### src/common/mem_pkg.sv
// Shared widths, address map, latency and arbiter states, used by scoped name in every module
package mem_pkg;

    // Bus widths
    typedef logic [31:0] addr_t;
    typedef logic [31:0] word_t;
    typedef logic [3:0]  byte_sel_t;

    // Memory sizes in words
    localparam int MEM_WORDS  = 1024;
    localparam int BOOT_WORDS = 64;

    // Word index widths derived from the sizes
    localparam int MEM_IDX_W  = $clog2(MEM_WORDS);
    localparam int BOOT_IDX_W = $clog2(BOOT_WORDS);

    typedef logic [MEM_IDX_W-1:0]  mem_idx_t;
    typedef logic [BOOT_IDX_W-1:0] boot_idx_t;

    // Fetch addresses with this upper nibble go to boot memory
    localparam int           BOOT_SEL_HIGH   = 31;
    localparam int           BOOT_SEL_LOW    = 28;
    localparam logic [3:0]   BOOT_ADDR_MATCH = 4'h1;

    // Cycles from the first sight of mem_req to mem_ack
    localparam int MEM_LATENCY   = 3;
    localparam int MEM_LAT_CNT_W = $clog2(MEM_LATENCY + 1);

    typedef logic [MEM_LAT_CNT_W-1:0] lat_cnt_t;

    // Data port arbiter: one owner at a time
    typedef enum logic [1:0] {
        DATA_ARB_IDLE,
        DATA_ARB_LSU,
        DATA_ARB_MMU
    } data_arb_state_e;

    // Memory arbiter in front of main memory
    typedef enum logic [1:0] {
        MEM_ARB_IDLE,
        MEM_ARB_DATA,
        MEM_ARB_INSTR,
        MEM_ARB_KILL
    } mem_arb_state_e;

endpackage : mem_pkg

### src/logic/data_port_arbiter.sv
// Grants the load/store bus or the page walker the single data request toward mem_arbiter
`timescale 1ns/1ps

module data_port_arbiter (
    input  logic               clk,
    input  logic               rst_n,

    // Load/store bus
    input  logic               dbus_req_i,
    input  logic               dmem_sel_i,
    input  mem_pkg::addr_t     dbus_addr_i,
    input  mem_pkg::word_t     dbus_wdata_i,
    input  logic               dbus_wen_i,
    input  mem_pkg::byte_sel_t dbus_byte_sel_i,
    output logic               dbus_ack_o,
    output mem_pkg::word_t     dbus_rdata_o,

    // Page walker reads
    input  logic               mmu_req_i,
    input  mem_pkg::addr_t     mmu_paddr_i,
    output logic               mmu_valid_o,
    output mem_pkg::word_t     mmu_rdata_o,

    // Merged data request
    output logic               data_req_o,
    output mem_pkg::addr_t     data_addr_o,
    output mem_pkg::word_t     data_wdata_o,
    output logic               data_wen_o,
    output mem_pkg::byte_sel_t data_byte_sel_o,
    input  logic               data_ack_i,
    input  mem_pkg::word_t     data_rdata_i
);

    mem_pkg::data_arb_state_e state_ff;
    mem_pkg::data_arb_state_e state_next;

    logic lsu_req;

    // A load/store access only counts when the decoder selects main memory
    assign lsu_req = dbus_req_i & dmem_sel_i;

    always_ff @(posedge clk) begin
        if (!rst_n) begin
            state_ff <= mem_pkg::DATA_ARB_IDLE;
        end else begin
            state_ff <= state_next;
        end
    end

    always_comb begin
        state_next      = state_ff;
        data_req_o      = 1'b0;
        data_addr_o     = '0;
        data_wdata_o    = '0;
        data_wen_o      = 1'b0;
        data_byte_sel_o = '0;
        dbus_ack_o      = 1'b0;
        dbus_rdata_o    = '0;
        mmu_valid_o     = 1'b0;
        mmu_rdata_o     = '0;

        // Route the request of whoever owns or is about to own the port
        if ((state_ff == mem_pkg::DATA_ARB_LSU) ||
            ((state_ff == mem_pkg::DATA_ARB_IDLE) && lsu_req)) begin
            data_req_o      = lsu_req;
            data_addr_o     = dbus_addr_i;
            data_wdata_o    = dbus_wdata_i;
            data_wen_o      = dbus_wen_i;
            data_byte_sel_o = dbus_byte_sel_i;
        end else if ((state_ff == mem_pkg::DATA_ARB_MMU) ||
                     ((state_ff == mem_pkg::DATA_ARB_IDLE) && mmu_req_i)) begin
            // Walker always reads a full word
            data_req_o      = 1'b1;
            data_addr_o     = mmu_paddr_i;
            data_byte_sel_o = 4'hf;
        end

        case (state_ff)
            mem_pkg::DATA_ARB_IDLE: begin
                if (lsu_req) begin
                    state_next = mem_pkg::DATA_ARB_LSU;
                end else if (mmu_req_i) begin
                    state_next = mem_pkg::DATA_ARB_MMU;
                end
            end
            mem_pkg::DATA_ARB_LSU: begin
                if (data_ack_i) begin
                    dbus_ack_o   = 1'b1;
                    dbus_rdata_o = data_rdata_i;
                    state_next   = mem_pkg::DATA_ARB_IDLE;
                end
            end
            mem_pkg::DATA_ARB_MMU: begin
                if (data_ack_i) begin
                    mmu_valid_o = 1'b1;
                    mmu_rdata_o = data_rdata_i;
                    state_next  = mem_pkg::DATA_ARB_IDLE;
                end
            end
            default: begin
                state_next = mem_pkg::DATA_ARB_IDLE;
            end
        endcase
    end

endmodule : data_port_arbiter

### config.mk
export PLATFORM = sky130hd
export DESIGN_NAME = data_port_arbiter
export DESIGN_NICKNAME = d
export VERILOG_FILES = /design/src/common/mem_pkg.sv /design/src/logic/data_port_arbiter.sv
export SDC_FILE = /design/constraint.sdc
export NUM_CORES = 1
export LEC_CHECK = 0
export BUFFER_PORTS_ARGS = -buffer_cell sky130_fd_sc_hd__buf_4
export CAP_MARGIN = 10
export CORE_AREA = 10 10 100 102
export CTS_CLUSTER_SIZE = 16
export DETAILED_ROUTE_END_ITERATION = 10
export DIE_AREA = 0 0 110 112
export GPL_TIMING_DRIVEN = 0
export PLACE_DENSITY_LB_ADDON = 0.2
export SKIP_LAST_GASP = 1
export SYNTH_ARGS = -nofsm -noshare
export SYNTH_HDL_FRONTEND = slang
export SYNTH_SLANG_ARGS = --single-unit
### constraint.sdc
create_clock -name clk -period 2 [get_ports clk]
set_input_delay 0.4 -clock clk [delete_from_list [all_inputs] [get_ports clk]]
set_output_delay 0.4 -clock clk [all_outputs]
set_load 0.005 [all_outputs]
==> qor.txt, run 1 <==
Final nets: 693
area leader, netlist: and3_1
headroom to the max-slew limit: 0.7591
CP Max Fanout: 5
Hold Fails Final Rpt: 0
synth top area cells: and3_1 27%, nand2_1 17%, nand3_1 11%
Area Overhead vs Synth: 226.0%
gr usage total: 0.1660
Crit Path Class: register to output port
Seq. cell area: 45.04 µm²
Seq/Total Area, Yosys: 0.02721
Yosys reg bits: 2
Critical Path AT: 1.61 ns
DRC viols: 0
most common cell in the netlist: nand2_1
multi-input logic area: 0.001693 mm²
MaxCap Viol Count: 0
Max Clk Rate: 496.3 MHz
most flop-heavy register: state_ff
H-tree levels: 1
CP required: 1.60 ns
largest net degree at the start of global routing: 11
FFs w/ async S/R, synth: 0
IO Pins: 275
WL final: 12790 µm
post-route setup slack: -0.01490 ns
largest registers: state_ff x2
Synth warnings: 0
Max VDD drop: 174.7 µV
Fill cells: 701
power per cell area: 390.5 mW/mm²
worst-skew pair later-pin latency: 0.21 ns
Die W: 110 µm
RSZ-0062 raised after global routing: yes
Clk pin slew, worst setup/hold paths: 0.03 ns
initial cell density of the core: 0.1828
TritonCTS clock tree: built
vias per inst: 4.549
Post-Syn Area: 0.001471 mm²
die height: 112 µm
number of synthesized flops with an enable pin: 0
antenna violations before repair: 0
Leakage Power: 2.816 nW
vias in the first global route: 3025
initial DRC count: 83
site row count: 33
period utilisation layout: 1.007
Cells after Synth: 251
antenna fix cells: 0
final hold slack: 0.4527 ns
outcome: complete, but fails checks
met2 usage: 0.3254
Period minus WS final: 2.015 ns
syn_area_per_cell: 5.862 µm²
DR vias: 2975
Top FF cell, synth: dfxtp_1
first-pass GRT wire length: 16480 µm
RD Place Congestion: 0.9036
die area: 0.01232 mm²
list of most frequent post-synthesis cells: 66 x nand2_1, 64 x and3_1, 32 x nand3_1
met3 Usage GRT: 0.06920
Post-DP HPWL: 10030 µm
Finished Core Util: 0.5958
core outline area: 0.008051 mm²
Routed Antenna Nets: 0
clk sinks: 2
TritonCTS buffer count: 3
Critical Path Source Type: register
gr busiest metal: met2
GRT overflow: 0
Final Skew: 0.001601 ns
Slew Viols, Final: 0
port buffer count: 274
Least-Margin Pin Slew: 0.3614 ns
Syn Nets: 393
CTS root buf: clkbuf_8
GRT met1 Usage: 0.1536
Synth cell types: 27
CTS max path bufs: 2
Setup Viol. Count Final: 9
Yosys top cell area share: 0.2721
failing checks: setup timing
class of the worst hold path: input port to register
Crit. End Element: output port
post-DR wirelength/cell: 19.56 µm
ratio of cells with drive above 1 in the final layout: 0.7996
total iterations of the first detailed-routing run: 4
max reg flops: 2
[worst max-delay path: stages, from the launching register on]
cell       delay (ns)
dfxtp_4          0.37
inv_4            0.05
ha_4             0.17
a31o_4           0.26
clkbuf_16        0.17
buf_8            0.13
nand2_1          0.06
nand2_1          0.06
buf_4            0.13
[kinds of logic after synthesis]
family / count (synthesis) / synth area share
AOI/OAI and AO/OA: 13 / 0.06888
and+or+nand+nor: 203 / 0.7466
adders and majority gates: 3 / 0.02551
DFF: 2 / 0.02721
buffers and inverters: 30 / 0.1318
[final timing paths]
check | start | end | slack (ns) | cells after the start
max reg2reg | state_ff[0]$_SDFFE_PN0P_ | state_ff[0]$_SDFFE_PN0P_ | 0.63 | 7
max | state_ff[0]$_SDFFE_PN0P_ | data_addr_o[10] | -0.01 | 8
min reg2reg | state_ff[1]$_SDFFE_PN0P_ | state_ff[1]$_SDFFE_PN0P_ | 0.66 | 3
min | rst_n | state_ff[0]$_SDFFE_PN0P_ | 0.45 | 2
[stage by stage]
| step | setup WS [ns] | TNS, ns | std cells | total power [mW] | cell area, µm² |
|---|---|---|---|---|---|
| after floorplan | 0.2641 | 0 | 251 | 0.4989 | 1471 |
| after global placement | -0.09843 | -0.4717 | 630 | 1.159 | 3660 |
| after detailed placement | -0.1513 | -2.143 | 630 | 1.168 | 3660 |
| after CTS | -0.04973 | -1.838 | 648 | 1.563 | 4169 |
| after global routing | -0.06010 | -1.381 | 654 | 1.998 | 4797 |
| final | -0.01490 | -0.04928 | 654 | 1.873 | 4797 |
[placed cells by master (no fill, tap or decap), types with 5 or more instances in the layout]
cell type | netlist | routed
buf_8 | 2 | 8
nand2_1 | 66 | 15
buf_4 | 2 | 224
nand2_2 | 0 | 33
buf_6 | 6 | 70
clkbuf_1 | 13 | 7
nand3_1 | 32 | 7
clkbuf_16 | 0 | 5
nand2_4 | 0 | 18
nand3_2 | 0 | 24
and2_4 | 14 | 33
and3_1 | 64 | 64
[report_power, final]
| part | total, mW | switching [mW] | internal (mW) |
|---|---|---|---|
| Clock | 0.162 | 0.0347 | 0.128 |
| Combinational | 1.66 | 0.663 | 0.999 |
| Sequential | 0.0486 | 0.00420 | 0.0444 |
| Total | 1.87 | 0.702 | 1.17 |
[per-layer routing]
| layer | wire, µm | part of all wire | up-vias |
|---|---|---|---|
| li1 | - | - | 1443 |
| met1 | 4170 | 0.33 | 1350 |
| met2 | 6957 | 0.54 | 174 |
| met3 | 1540 | 0.12 | 8 |
| met4 | 122 | 0.0095 | 0 |
| met5 | 0 | 0 | - |
[area by class of cell]
cell class | count | area share
inverter | 2 | 0.002087
multi-input combinational | 219 | 0.3529
tap | 105 | 0.02739
sequential | 2 | 0.009390
clock buffer | 3 | 0.008607
buffer | 23 | 0.04434
timing repair buffer | 300 | 0.5553
[what timing repair did]
action | 4_1_cts | 5_1_grt
pin swaps | 27 | 62
resized for setup | 89 | 137
gates cloned | 4 | 7
setup endpoints to repair | 83 | 119
hold buffers | 0 | 0
setup buffers | 12 | 3
(Power assumes the default switching activity.)
==> run 2: changes to the inputs <==
--- a/config.mk
+++ b/config.mk
@@ -6,12 +6,13 @@
 export NUM_CORES = 1
 export LEC_CHECK = 0
 export BUFFER_PORTS_ARGS = -buffer_cell sky130_fd_sc_hd__buf_4
-export CAP_MARGIN = 10
 export CORE_AREA = 10 10 100 102
 export CTS_CLUSTER_SIZE = 16
 export DETAILED_ROUTE_END_ITERATION = 10
 export DIE_AREA = 0 0 110 112
 export GPL_TIMING_DRIVEN = 0
+export HOLD_SLACK_MARGIN = 0.03
+export MAX_ROUTING_LAYER = met4
 export PLACE_DENSITY_LB_ADDON = 0.2
 export SKIP_LAST_GASP = 1
 export SYNTH_ARGS = -nofsm -noshare
==> run 2 against run 1 <==
Against the previous run: the run still ends with setup timing left; wire length up 0.15%; combinational power about the same; sequential power about the same; highest routed layer unchanged.
==> qor.txt, run 2 (synthesis gave the netlist of run 1 again) <==
outcome: complete, but fails checks (unchanged)
failing checks: setup timing (unchanged)
Die W: 110 µm (unchanged)
max reg flops: 2 (unchanged)
clk sinks: 2 (unchanged)
largest net degree at the start of global routing: 11 (unchanged)
placed cells: 630 (unchanged)
ratio of cells with drive above 1 in the final layout: 0.7996 (unchanged)
total iterations of the first detailed-routing run: 4 (unchanged)
Buf+Inv Stages, Crit Path: 4 (unchanged)
Critical Path AT: 1.62 ns (was 1.61 ns)
Final nets: 693 (unchanged)
gr usage total: 0.1709 (was 0.1660)
crit path from: state_ff[0]$_SDFFE_PN0P_ (unchanged)
H-tree levels: 1 (unchanged)
worst hold start: rst_n (unchanged)
Finished Layout Cells: 654 (unchanged)
Crit. path cell count: 8 (unchanged)
die height: 112 µm (unchanged)
CTS Hold Buffers Added: 0 (unchanged)
MaxCap Viol Count: 0 (unchanged)
Hold Fails Final Rpt: 0 (unchanged)
class of the worst hold path: input port to register (unchanged)
WL final: 12810 µm (was 12790 µm)
TritonCTS buffer count: 3 (unchanged)
hold path endpoint: state_ff[0]$_SDFFE_PN0P_ (unchanged)
Crit Path Class: register to output port (unchanged)
most flop-heavy register: state_ff (unchanged)
Critical Path Source Type: register (unchanged)
r2r endpoint: state_ff[0]$_SDFFE_PN0P_ (unchanged)
worst-skew pair later-pin latency: 0.21 ns (about the same)
site row count: 33 (unchanged)
Crit. End Element: output port (unchanged)
CTS root buf: clkbuf_8 (unchanged)
Reg-to-Reg Start: state_ff[0]$_SDFFE_PN0P_ (unchanged)
Leakage Power: 2.816 nW (unchanged)
Slowest-stage cell, CP: dfxtp_4 (unchanged)
vias in the first global route: 3057 (was 3025)
Least-Margin Pin Slew: 0.3558 ns (was 0.3614 ns)
TritonCTS clock tree: built (unchanged)
largest registers: state_ff x2 (unchanged)
crit-path cells: inv_4, ha_4, a31o_4, clkbuf_16, buf_8, nand2_1, nand2_1, buf_4 (unchanged)
Fill cells: 701 (unchanged)
Routed Antenna Nets: 0 (unchanged)
hold depth: 2 (unchanged)
vias per inst: 4.604 (was 4.549)
RSZ-0062 raised after global routing: yes (unchanged)
RD Place Congestion: 0.9191 (was 0.9036)
most frequent cells in the layout: 224 x buf_4, 70 x buf_6, 64 x and3_1, 33 x and2_4, 33 x nand2_2 (unchanged)
Setup Viol. Count Final: 11 (was 9)
Critical Path Most Common Cell: nand2_1 (unchanged)
largest delay contributor family on the critical path: buffers and inverters (unchanged)
CP Max Fanout: 5 (unchanged)
CP required: 1.60 ns (about the same)
die area: 0.01232 mm² (unchanged)
R2R cell count: 7 (unchanged)
antenna violations before repair: 0 (unchanged)
initial cell density of the core: 0.1828 (unchanged)
port buffer count: 274 (unchanged)
antenna fix cells: 0 (unchanged)
core outline area: 0.008051 mm² (unchanged)
Area Overhead vs Synth: 226.0% (unchanged)
first-pass GRT wire length: 16360 µm (was 16480 µm)
most common cell after layout, fill and taps aside: buf_4 (unchanged)
Max VDD drop: 174.9 µV (was 174.7 µV)
Post-DP HPWL: 10030 µm (unchanged)
reg-to-reg slack, setup: 0.63 ns (about the same)
post-route setup slack: -0.01528 ns (was -0.01490 ns)
worst stage delay on the critical path: 0.37 ns (about the same)
initial DRC count: 91 (was 83)
IO Pins: 275 (unchanged)
Clk pin slew, worst setup/hold paths: 0.03 ns (about the same)
post-DR wirelength/cell: 19.58 µm (was 19.56 µm)
period utilisation layout: 1.008 (was 1.007)
CTS max path bufs: 2 (unchanged)
DR vias: 3011 (was 2975)
Slew Viols, Final: 0 (unchanged)
Period minus WS final: 2.015 ns (about the same)
setup_tns: -0.05444 ns (was -0.04928 ns)
Final Skew: 0.001592 ns (was 0.001601 ns)
headroom to the max-slew limit: 0.7628 (was 0.7591)
power per cell area: 390.8 mW/mm² (was 390.5 mW/mm²)
Max Clk Rate: 496.2 MHz (was 496.3 MHz)
DRC viols: 0 (unchanged)
GRT overflow: 0 (unchanged)
dpl ws: -0.1513 ns (unchanged)
-- run 2: how the worst max path moves through the flow --
stage | to | slack [ns]
after floorplan | data_wdata_o[13] | 0.26
after global placement | data_byte_sel_o[2] | -0.1
after detailed placement | data_byte_sel_o[3] | -0.15
after CTS | data_wdata_o[15] | -0.05
after global routing | data_addr_o[18] | -0.06
final | data_addr_o[10] | -0.02
-- run 2: layout make-up --
| type | count | area [µm²] | area share |
|---|---|---|---|
| inverters | 2 | 10.01 | 0.002087 |
| flip-flops and latches | 2 | 45.04 | 0.009390 |
| plain buffers | 23 | 212.7 | 0.04434 |
| well taps | 105 | 131.4 | 0.02739 |
| clock buffers | 3 | 41.29 | 0.008607 |
| repair buffers | 300 | 2664 | 0.5553 |
| multi-input cells | 219 | 1693 | 0.3529 |
-- run 2: power breakdown --
part,internal (mW),leakage [nW],switching [mW]
Sequential,0.0444,0.0175,0.00421
Clock,0.128,0.0216,0.0348
Combinational,0.999,2.78,0.664
Total,1.17,2.82,0.703
-- run 2: stage by stage --
step / hold WS (ns) / total power, mW / instance area [µm²] / util
floorplan: 0.4727 / 0.4989 / 1471 / -
global placement: 0.5071 / 1.159 / 3660 / 0.4545
detailed placement: 0.5249 / 1.168 / 3660 / 0.4545
CTS: 0.4539 / 1.563 / 4169 / 0.5178
global route: 0.4617 / 1.999 / 4797 / 0.5958
finish: 0.4526 / 1.875 / 4797 / 0.5958
-- run 2: what timing repair did --
item / in CTS / in global routing
endpoints found under the setup margin: 83 / 119
buffers inserted: 12 / 3
pin swaps: 27 / 62
resized for setup: 89 / 137
cloned: 4 / 7
-- run 2: layer usage --
| metal | part of all wire | up-vias | GRT usage |
|---|---|---|---|
| met5 | 0 | - | - |
| met2 | 0.54 | 183 | 0.3250 |
| met4 | 0.0095 | 0 | 0.02865 |
| met1 | 0.35 | 1375 | 0.1675 |
| li1 | - | 1445 | - |
| met3 | 0.094 | 8 | 0.04671 |
