[config.mk]
export PLATFORM = sky130hd
export DESIGN_NAME = mem_arbiter
export DESIGN_NICKNAME = d
export VERILOG_FILES = /design/src/common/mem_pkg.sv /design/src/mem_arbiter/mem_arbiter.sv
export SDC_FILE = /design/constraint.sdc
export NUM_CORES = 1
export LEC_CHECK = 0
export BUFFER_PORTS_ARGS = -buffer_cell sky130_fd_sc_hd__buf_2
export CAP_MARGIN = 20
export CORE_AREA = 2 2 108 110
export DETAILED_ROUTE_END_ITERATION = 6
export DIE_AREA = 0 0 110 112
export SLEW_MARGIN = 15
export SYNTH_ARGS = -nofsm -noshare
export SYNTH_HDL_FRONTEND = slang
export SYNTH_SLANG_ARGS = --single-unit
[constraint.sdc]
create_clock -name clk -period 2.1 [get_ports clk]
set_clock_uncertainty 0.2 [all_clocks]
set_input_delay 0.105 -clock clk [delete_from_list [all_inputs] [get_ports clk]]
set_output_delay 0.105 -clock clk [all_outputs]
set_load 0.05 [all_outputs]
[src/common/mem_pkg.sv]
// Shared widths, address map, latency and arbiter states, used by scoped name in every module
package mem_pkg;

    // Bus widths
    typedef logic [31:0] addr_t;
    typedef logic [31:0] word_t;
    typedef logic [3:0]  byte_sel_t;

    // Memory sizes in words
    localparam int MEM_WORDS  = 1024;
    localparam int BOOT_WORDS = 64;

    // Word index widths derived from the sizes
    localparam int MEM_IDX_W  = $clog2(MEM_WORDS);
    localparam int BOOT_IDX_W = $clog2(BOOT_WORDS);

    typedef logic [MEM_IDX_W-1:0]  mem_idx_t;
    typedef logic [BOOT_IDX_W-1:0] boot_idx_t;

    // Fetch addresses with this upper nibble go to boot memory
    localparam int           BOOT_SEL_HIGH   = 31;
    localparam int           BOOT_SEL_LOW    = 28;
    localparam logic [3:0]   BOOT_ADDR_MATCH = 4'h1;

    // Cycles from the first sight of mem_req to mem_ack
    localparam int MEM_LATENCY   = 3;
    localparam int MEM_LAT_CNT_W = $clog2(MEM_LATENCY + 1);

    typedef logic [MEM_LAT_CNT_W-1:0] lat_cnt_t;

    // Data port arbiter: one owner at a time
    typedef enum logic [1:0] {
        DATA_ARB_IDLE,
        DATA_ARB_LSU,
        DATA_ARB_MMU
    } data_arb_state_e;

    // Memory arbiter in front of main memory
    typedef enum logic [1:0] {
        MEM_ARB_IDLE,
        MEM_ARB_DATA,
        MEM_ARB_INSTR,
        MEM_ARB_KILL
    } mem_arb_state_e;

endpackage : mem_pkg

[src/mem_arbiter/mem_arbiter.sv]
// Arbitrates data and instruction requests onto main memory, data side first, and drains killed fetches
`timescale 1ns/1ps

module mem_arbiter (
    input  logic               clk,
    input  logic               rst_n,

    // Data side from the data port arbiter
    input  logic               data_req_i,
    input  mem_pkg::addr_t     data_addr_i,
    input  mem_pkg::word_t     data_wdata_i,
    input  logic               data_wen_i,
    input  mem_pkg::byte_sel_t data_byte_sel_i,
    output logic               data_ack_o,
    output mem_pkg::word_t     data_rdata_o,

    // Instruction side
    input  logic               instr_req_i,
    input  mem_pkg::addr_t     instr_addr_i,
    input  logic               instr_kill_i,
    output logic               instr_ack_o,
    output mem_pkg::word_t     instr_rdata_o,

    // Main memory
    output logic               mem_req_o,
    output mem_pkg::addr_t     mem_addr_o,
    output mem_pkg::word_t     mem_wdata_o,
    output logic               mem_wen_o,
    output mem_pkg::byte_sel_t mem_byte_sel_o,
    input  logic               mem_ack_i,
    input  mem_pkg::word_t     mem_rdata_i
);

    mem_pkg::mem_arb_state_e state_ff;
    mem_pkg::mem_arb_state_e state_next;

    // Fetch address captured at grant, held even if fetch moves on after a kill
    mem_pkg::addr_t instr_addr_q;

    always_ff @(posedge clk) begin
        if (!rst_n) begin
            state_ff <= mem_pkg::MEM_ARB_IDLE;
        end else begin
            state_ff <= state_next;
        end
    end

    always_ff @(posedge clk) begin
        if (state_ff == mem_pkg::MEM_ARB_IDLE) begin
            instr_addr_q <= instr_addr_i;
        end
    end

    always_comb begin
        state_next     = state_ff;
        mem_req_o      = 1'b0;
        mem_addr_o     = '0;
        mem_wdata_o    = '0;
        mem_wen_o      = 1'b0;
        mem_byte_sel_o = '0;
        data_ack_o     = 1'b0;
        data_rdata_o   = '0;
        instr_ack_o    = 1'b0;
        instr_rdata_o  = '0;

        case (state_ff)
            mem_pkg::MEM_ARB_IDLE: begin
                if (data_req_i) begin
                    mem_req_o      = 1'b1;
                    mem_addr_o     = data_addr_i;
                    mem_wdata_o    = data_wdata_i;
                    mem_wen_o      = data_wen_i;
                    mem_byte_sel_o = data_byte_sel_i;
                    state_next     = mem_pkg::MEM_ARB_DATA;
                end else if (instr_req_i && !instr_kill_i) begin
                    mem_req_o      = 1'b1;
                    mem_addr_o     = instr_addr_i;
                    mem_byte_sel_o = 4'hf;
                    state_next     = mem_pkg::MEM_ARB_INSTR;
                end
            end
            mem_pkg::MEM_ARB_DATA: begin
                if (mem_ack_i) begin
                    data_ack_o   = 1'b1;
                    data_rdata_o = mem_rdata_i;
                    state_next   = mem_pkg::MEM_ARB_IDLE;
                end else begin
                    mem_req_o      = 1'b1;
                    mem_addr_o     = data_addr_i;
                    mem_wdata_o    = data_wdata_i;
                    mem_wen_o      = data_wen_i;
                    mem_byte_sel_o = data_byte_sel_i;
                end
            end
            mem_pkg::MEM_ARB_INSTR: begin
                if (mem_ack_i) begin
                    // A kill landing on the ack cycle still swallows the ack
                    instr_ack_o   = !instr_kill_i;
                    instr_rdata_o = instr_kill_i ? '0 : mem_rdata_i;
                    state_next    = mem_pkg::MEM_ARB_IDLE;
                end else begin
                    mem_req_o      = 1'b1;
                    mem_addr_o     = instr_addr_q;
                    mem_byte_sel_o = 4'hf;
                    if (instr_kill_i) begin
                        state_next = mem_pkg::MEM_ARB_KILL;
                    end
                end
            end
            mem_pkg::MEM_ARB_KILL: begin
                // Memory is mid-transfer, let it finish and drop the result
                if (mem_ack_i) begin
                    state_next = mem_pkg::MEM_ARB_IDLE;
                end else begin
                    mem_req_o      = 1'b1;
                    mem_addr_o     = instr_addr_q;
                    mem_byte_sel_o = 4'hf;
                end
            end
            default: begin
                state_next = mem_pkg::MEM_ARB_IDLE;
            end
        endcase
    end

endmodule : mem_arbiter

==> impl_table.tex, run 1 <==
\begin{tabular}{lr}
\hline
Metric & Value \\
\hline
\multicolumn{2}{l}{\textbf{Setup path}} \\
CP Data Arrival Time & 1760 ps \\
Endpoint class of the critical path & output pin \\
Worst Reg2Reg Path Length in Cells & 5 \\
Reg2reg start & state\_ff[1] \\
Slowest stage cell on the critical path & sky130\_fd\_sc\_hd\_\_a221o\_1 \\
Critical Path Most Common Cell & sky130\_fd\_sc\_hd\_\_buf\_4 \\
Element type at the critical path start & flop \\
Cell-by-cell listing of the critical path & buf\_4 -> nand2b\_4 -> a21oi\_4 -> buf\_12 -> clkbuf\_16 -> a221o\_1 -> buf\_4 \\
R2r setup slk & 560 ps \\
CP Data Required Time & 1790 ps \\
Worst r2r dst & state\_ff[1] \\
Critical path class & flop to output pin \\
Max FO, Critical Path & 14 \\
CP peak stage delay & 350 ps \\
\multicolumn{2}{l}{\textbf{Logic synthesis}} \\
Post-Synthesis Mean Instance Area & 9.97 um2 \\
Post-synthesis instance area & 2510 um2 \\
EDFF count, synth & 32 \\
Cell with the most instances after synthesis & sky130\_fd\_sc\_hd\_\_and2\_1 \\
Warnings, synthesis & 0 \\
Top cell type by total area after synthesis & sky130\_fd\_sc\_hd\_\_edfxtp\_1 \\
Post-synth ARST share & 0\% \\
Flop and latch count out of synthesis & 34 \\
Syn Nets & 391 \\
Distinct cell type count after synthesis & 22 \\
Share of the yosys chip area belonging to registers & 39.8\% \\
Gate count after technology mapping & roughly 250 \\
Leading cell types by count after synthesis & sky130\_fd\_sc\_hd\_\_and2\_1 (99), sky130\_fd\_sc\_hd\_\_a221o\_1 (32), sky130\_fd\_sc\_hd\_\_and3\_1 (32), sky130\_fd\_sc\_hd\_\_edfxtp\_1 (32), sky130\_fd\_sc\_hd\_\_a21oi\_1 (11) \\
Largest cells by area after synthesis & sky130\_fd\_sc\_hd\_\_edfxtp\_1 (38\%), sky130\_fd\_sc\_hd\_\_and2\_1 (25\%), sky130\_fd\_sc\_hd\_\_a221o\_1 (13\%), sky130\_fd\_sc\_hd\_\_and3\_1 (8.0\%), sky130\_fd\_sc\_hd\_\_buf\_6 (3.1\%) \\
Top flip-flop cell by instance count after synthesis & sky130\_fd\_sc\_hd\_\_edfxtp\_1 \\
Share of the synthesized area in the top cell type & 38.2\% \\
\multicolumn{2}{l}{\textbf{Timing}} \\
Relative slew margins & 79.3\% \\
Final hold slack & 63.6 ps \\
Final critical-path required period & 2060 ps \\
Worst-Margin Slew & 310 ps \\
Final setup violation count & 0 \\
Fmax & 485 MHz \\
Final critical-path share of the clock period & between 90\% and 100\% \\
Final hold vios & 0 \\
Fin. max-slew vios & 0 \\
\multicolumn{2}{l}{\textbf{Cells and area}} \\
Fin util & about 42\% \\
Sequential cell area in the final layout & between 1000 and 1500 um2 \\
Synth-to-Final Area Change & 88.5\% \\
Final non-filler cell total & 696 \\
Final Instance Area & 4740 um2 \\
Ratio of cells with drive above 1 in the final layout & 55.2\% \\
Footprint of the multi-input gates & 1340 um2 \\
NumNets Final & 692 \\
Layout fillers & 1097 \\
Antenna Diode Count & 0 \\
\multicolumn{2}{l}{\textbf{Floorplanning}} \\
Core Footprint & 11200 um2 \\
Initial standard-cell utilization of the core & 22.5\% \\
Horizontal die dimension & about 110 um \\
Total I/O pin count & 275 \\
Number of core rows & 39 \\
Die Outline Area & roughly 12000 um2 \\
Chip Height & roughly 110 um \\
\multicolumn{2}{l}{\textbf{Detailed routing}} \\
DRC & 0 \\
Iteration count of the initial detailed-routing pass & 4 \\
Routed wire length per instance & 14.9 um \\
Avg Vias per Cell & 4.56 \\
Routed WL & 10.4 mm \\
Total number of vias & 3175 \\
Drt first-iter violations & 92 \\
Antenna violation net count after detailed routing & 0 \\
\multicolumn{2}{l}{\textbf{CTS}} \\
Source-to-sink clock delay at the later pin of the worst-skew pair & 270 ps \\
TritonCTS clock tree & yes \\
Clock buffer depth & 2 \\
H-tree Lvls & 2 \\
Number of buffers created by CTS & 5 \\
Clock transition at path regs & 50 ps \\
CTS Root Cell & sky130\_fd\_sc\_hd\_\_clkbuf\_16 \\
Count of clock tree sinks & 34 \\
\multicolumn{2}{l}{\textbf{Hold path}} \\
Number of cells traversed by the worst hold path & 3 \\
Start point of the worst hold path & mem\_ack\_i \\
Worst Hold Path EP & state\_ff[0] \\
HP Class & input port to flop \\
\multicolumn{2}{l}{\textbf{Placed design}} \\
Port-buffer cells & 274 \\
Placed instance count & $\sim$650 \\
Post-place instance area & 4000 um2 \\
Detail Placement HPWL & 7.13 mm \\
Final weighted congestion of routability-driven global placement & 0.718 \\
\multicolumn{2}{l}{\textbf{Job}} \\
Total of max-cap violations & 0 \\
\multicolumn{2}{l}{\textbf{GRT}} \\
Total global routing track utilization & 14.0\% \\
Number of antenna violations at the first check in global routing & 0 \\
Vias in the first global route & between 2000 and 3000 \\
Pin count of the biggest net entering global routing & 60 \\
Gr ovfl total & 0 \\
Global-route wire length before repair & approximately 14 mm \\
\multicolumn{2}{l}{\textbf{Power and ir drop}} \\
IR drop worst, VDD & approximately 0.00031 V \\
Static leakage & roughly 2.6 nW \\
Pwr per Cell Area & a little over 600 nW/um2 \\
Overall power consumption & 2.86 mW \\
\multicolumn{2}{l}{\textbf{Status}} \\
Status & finished, final reports clean \\
\hline
\end{tabular}
==> stage by stage <==
stage / setup WS, ps / TNS [ps]
final: 39.8 / 0
after global routing: -15.1 / -50.0
after detailed placement: 214 / 0
after CTS: 1.28 / 0
after global placement: 271 / 0
after floorplan: 150 / 0
==> cells by family after synthesis <==
family,count (synthesis),synth area share [%]
buffers and inverters,29,7.86
AND/OR/NAND/NOR,140,35.7
AO/OA/AOI/OAI,49,16.6
flip-flops,34,39.8
==> report_power, final <==
part | total (mW) | switching [mW] | internal, mW
logic | 1.32 | 0.850 | 0.469
registers | 0.836 | 0.0197 | 0.816
clock network | 0.702 | 0.270 | 0.432
==> placed cells by master, fill, tap and decap left out, types with 3 or more instances in the layout <==
| cell type | instances |
|---|---|
| sky130_fd_sc_hd__edfxtp_1 | 32 |
| sky130_fd_sc_hd__and2_1 | 99 |
| sky130_fd_sc_hd__buf_6 | 16 |
| sky130_fd_sc_hd__buf_2 | 231 |
| sky130_fd_sc_hd__buf_12 | 3 |
| sky130_fd_sc_hd__a21oi_1 | 10 |
| sky130_fd_sc_hd__and3_1 | 32 |
| sky130_fd_sc_hd__clkbuf_4 | 12 |
| sky130_fd_sc_hd__o22ai_1 | 4 |
| sky130_fd_sc_hd__a221o_1 | 32 |
| sky130_fd_sc_hd__dlygate4sd3_1 | 33 |
| sky130_fd_sc_hd__clkbuf_16 | 7 |
| sky130_fd_sc_hd__buf_4 | 25 |
==> worst max-delay path: cells and delay by family (launching register included) <==
family | cells | cell delay (ps)
flip-flops | 1 | 330
AO/OA/AOI/OAI | 2 | 410
AND/OR/NAND/NOR | 1 | 70
buffers and inverters | 4 | 660
==> worst max path at each step <==
stage / startpoint / to / cells after the start
2_1_floorplan: state_ff[0] / mem_addr_o[24] / 7
5_1_grt: state_ff[0] / mem_addr_o[25] / 7
6_report: state_ff[0] / mem_addr_o[4] / 7
4_1_cts: state_ff[0] / mem_addr_o[19] / 6
3_5_place_dp: state_ff[0] / mem_addr_o[28] / 5
3_3_place_gp: state_ff[0] / mem_addr_o[12] / 5
==> cell type report <==
| type | count | share of cell area (%) |
|---|---|---|
| inverters | 1 | 0.423 |
| flip-flops and latches | 34 | 21.2 |
| well taps | 143 | 3.78 |
| clock buffers | 5 | 2.64 |
| multi-input cells | 189 | 28.3 |
| repair buffers | 322 | 43.4 |
| clock inverters | 2 | 0.317 |
==> flip-flops by register name, summed over array words and instances, names as in the netlist <==
| name | count |
|---|---|
| instr_addr_q | 32 |
| state_ff | 2 |
==> per-layer routing <==
metal,wire length [um],GRT usage [%],up-vias
li1,-,-,1522
met5,0,0,-
met1,4130,16.5,1505
met3,634,1.93,11
met4,122,3.71,0
met2,5510,26.1,137
==> repair_timing <==
action,4_1_cts,5_1_grt
setup buffers,0,1
pin swaps,0,2
resized for setup,20,57
cloned,0,3
endpoints found under the hold margin,34,0
endpoints found under the setup margin,36,104
hold buffers,33,0
Note: power is estimated with default switching activity, not from simulation.
==> inputs of run 2 (changes only) <==
--- a/config.mk
+++ b/config.mk
@@ -10,6 +10,7 @@
 export CORE_AREA = 2 2 108 110
 export DETAILED_ROUTE_END_ITERATION = 6
 export DIE_AREA = 0 0 110 112
+export RECOVER_POWER = 25
 export SLEW_MARGIN = 15
 export SYNTH_ARGS = -nofsm -noshare
 export SYNTH_HDL_FRONTEND = slang
==> constraint.sdc (replaced) <==
create_clock -name clk -period 2 [get_ports clk]
set_clock_uncertainty 0.2 [all_clocks]
set_input_delay 0.1 -clock clk [delete_from_list [all_inputs] [get_ports clk]]
set_output_delay 0.1 -clock clk [all_outputs]
set_load 0.05 [all_outputs]
==> run 2 against run 1 <==
  * Sequential power increased by 5.3%
  * Via count down 1.1%
  * Die area unchanged
  * Critical path depth is 1 lower
  * Design area grew 0.13%
  * Critical path type unchanged
==> impl_table.tex, run 2 (synthesis results as in run 1) <==
\begin{tabular}{lr}
\hline
Metric & Value \\
\hline
\multicolumn{2}{l}{\textbf{Cells and area}} \\
Largest registers & instr\_addr\_q (32), state\_ff (2) \\
Layout fillers & between 1000 and 1500 \\
Flip-flop count of the largest register after layout & 32 \\
Ratio of cells with drive above 1 in the final layout & 50.8\% \\
Antenna Diode Count & 0 \\
Fin util & 42.4\% \\
Final non-filler cell total & 696 \\
Synth-to-Final Area Change & 88.7\% \\
NumNets Final & between 600 and 700 \\
Most frequent cells in the layout & sky130\_fd\_sc\_hd\_\_buf\_2 (174), sky130\_fd\_sc\_hd\_\_and2\_1 (99), sky130\_fd\_sc\_hd\_\_clkbuf\_4 (48) \\
Most flop-heavy register & instr\_addr\_q \\
Leading cell type in the layout, fill and taps excluded & sky130\_fd\_sc\_hd\_\_buf\_2 \\
\multicolumn{2}{l}{\textbf{Detailed routing}} \\
Total number of vias & 3140 \\
Avg Vias per Cell & 4.51 \\
DRC & 0 \\
Iteration count of the initial detailed-routing pass & 4 \\
Drt first-iter violations & 123 \\
Antenna violation net count after detailed routing & 0 \\
Routed WL & 9.75 mm \\
Routed wire length per instance & 14.0 um \\
\multicolumn{2}{l}{\textbf{Hold path}} \\
Number of cells traversed by the worst hold path & 3 \\
Start point of the worst hold path & mem\_ack\_i \\
Worst Hold Path EP & state\_ff[0] \\
HP Class & input port to flop \\
\multicolumn{2}{l}{\textbf{GRT}} \\
Pin count of the biggest net entering global routing & 50 \\
Gr ovfl total & 0 \\
Number of antenna violations at the first check in global routing & 0 \\
Total global routing track utilization & 13.9\% \\
Vias in the first global route & roughly 2800 \\
Global-route wire length before repair & $\sim$14 mm \\
\multicolumn{2}{l}{\textbf{Power and ir drop}} \\
Pwr per Cell Area & a little over 600 nW/um2 \\
Overall power consumption & 2.94 mW \\
Static leakage & between 2 and 2.5 nW \\
IR drop worst, VDD & 0.000298 V \\
\multicolumn{2}{l}{\textbf{Timing}} \\
Final hold vios & 0 \\
Setup repair after global routing missed its margin & yes \\
Final setup violation count & 0 \\
Final worst-path setup slack & 41.9 ps \\
Final critical-path required period & 1960 ps \\
Final critical-path share of the clock period & 97.9\% \\
Fin. max-slew vios & 0 \\
Fmax & 511 MHz \\
Relative slew margins & 82.0\% \\
Worst-Margin Slew & around 270 ps \\
\multicolumn{2}{l}{\textbf{CTS}} \\
Clock buffer depth & 2 \\
CTS Root Cell & sky130\_fd\_sc\_hd\_\_clkbuf\_16 \\
Number of buffers created by CTS & 5 \\
Count of clock tree sinks & 34 \\
TritonCTS clock tree & yes \\
H-tree Lvls & 2 \\
Source-to-sink clock delay at the later pin of the worst-skew pair & 270 ps \\
Clock transition at path regs & 50 ps \\
\multicolumn{2}{l}{\textbf{Setup path}} \\
Reg2reg start & state\_ff[0] \\
CP Data Arrival Time & between 1500 and 2000 ps \\
Max FO, Critical Path & 35 \\
Worst Reg2Reg Path Length in Cells & 6 \\
Critical path class & flop to output pin \\
R2r setup slk & $\sim$480 ps \\
Element type at the critical path start & flop \\
Endpoint class of the critical path & output pin \\
CP Data Required Time & roughly 1700 ps \\
Worst r2r dst & state\_ff[0] \\
\multicolumn{2}{l}{\textbf{Floorplanning}} \\
Horizontal die dimension & 110 um \\
Core Footprint & 11200 um2 \\
Number of core rows & 39 \\
Initial standard-cell utilization of the core & 22.5\% \\
Chip Height & 112 um \\
Die Outline Area & 12300 um2 \\
Total I/O pin count & 275 \\
\multicolumn{2}{l}{\textbf{Placed design}} \\
Detail Placement HPWL & 7.27 mm \\
Worst setup slack before clock tree synthesis & 212 ps \\
Placed instance count & 654 \\
Port-buffer cells & 274 \\
Final weighted congestion of routability-driven global placement & $\sim$0.70 \\
\multicolumn{2}{l}{\textbf{Status}} \\
Status & finished, final reports clean \\
\multicolumn{2}{l}{\textbf{Job}} \\
Total of max-cap violations & 0 \\
\hline
\end{tabular}
## run 2: changes by cell type in the layout (fill, tap and decap cells not counted), moves of 3 or more
cell                       delta
sky130_fd_sc_hd__buf_2       -57
sky130_fd_sc_hd__buf_6        -7
sky130_fd_sc_hd__clkbuf_1    +21
sky130_fd_sc_hd__clkbuf_2     +3
sky130_fd_sc_hd__clkbuf_4    +36
## run 2: how the worst max path moves through the flow
| stage | startpoint | end | slack [ps] | cells past startpoint |
|---|---|---|---|---|
| after floorplan | state_ff[0] | mem_addr_o[24] | 50 | 7 |
| after global placement | state_ff[0] | mem_addr_o[22] | 260 | 6 |
| after detailed placement | state_ff[0] | mem_addr_o[7] | 210 | 6 |
| after CTS | state_ff[0] | mem_addr_o[28] | 1 | 5 |
| after global routing | state_ff[0] | mem_addr_o[22] | -60 | 6 |
| final | state_ff[0] | mem_addr_o[22] | 40 | 6 |
## run 2: metal layers
layer	part of all wire, %	global-route usage (%)
met5	0	0
met4	0.56	3.04
met3	6.3	1.70
met1	39	16.8
met2	54	25.6
## run 2: power breakdown
group          switching (mW)  total [mW]  leakage [nW]  internal (mW)
registers              0.0228       0.880         0.342          0.857
logic                   0.870        1.35          2.07          0.481
clock network           0.255       0.709        0.0683          0.454
total                    1.15        2.94          2.48           1.79
## run 2: worst max-delay path: stages, from the launching register on
cell and delay [ps]:
sky130_fd_sc_hd__dfxtp_4 370, sky130_fd_sc_hd__or2_4 150, sky130_fd_sc_hd__inv_8 50, sky130_fd_sc_hd__buf_12 160, sky130_fd_sc_hd__and3_1 180, sky130_fd_sc_hd__a221o_1 270
sky130_fd_sc_hd__buf_4 200
## run 2: through the flow
| step | hold slack, ps | TNS (ps) | instance area, um2 |
|---|---|---|---|
| 6_report | 40.0 | 0 | 4740 |
| 5_1_grt | 46.3 | -286 | 4740 |
| 3_5_place_dp | 90.3 | 0 | 4050 |
| 3_3_place_gp | 87.7 | 0 | 4050 |
| 2_1_floorplan | -1.13 | 0 | 2520 |
| 4_1_cts | 27.3 | 0 | 4540 |
## run 2: final cells by class
type                            count  area [um2]  area share [%]
Multi-Input combinational cell    189        1340            28.2
Tap cell                          143         179            3.77
Sequential cell                    34        1000            21.2
Inverter                            1        11.3           0.237
Timing Repair Buffer              321        2070            43.7
Clock inverter                      2        8.76           0.185
Clock buffer                        6         129            2.72
## run 2: what timing repair did
item / in CTS / in global routing
pin swaps: 1 / 0
buffers inserted: 1 / 0
hold buffers: 33 / 0
resized for setup: 5 / 111
hold endpoints to repair: 34 / 0
setup endpoints to repair: 37 / 97
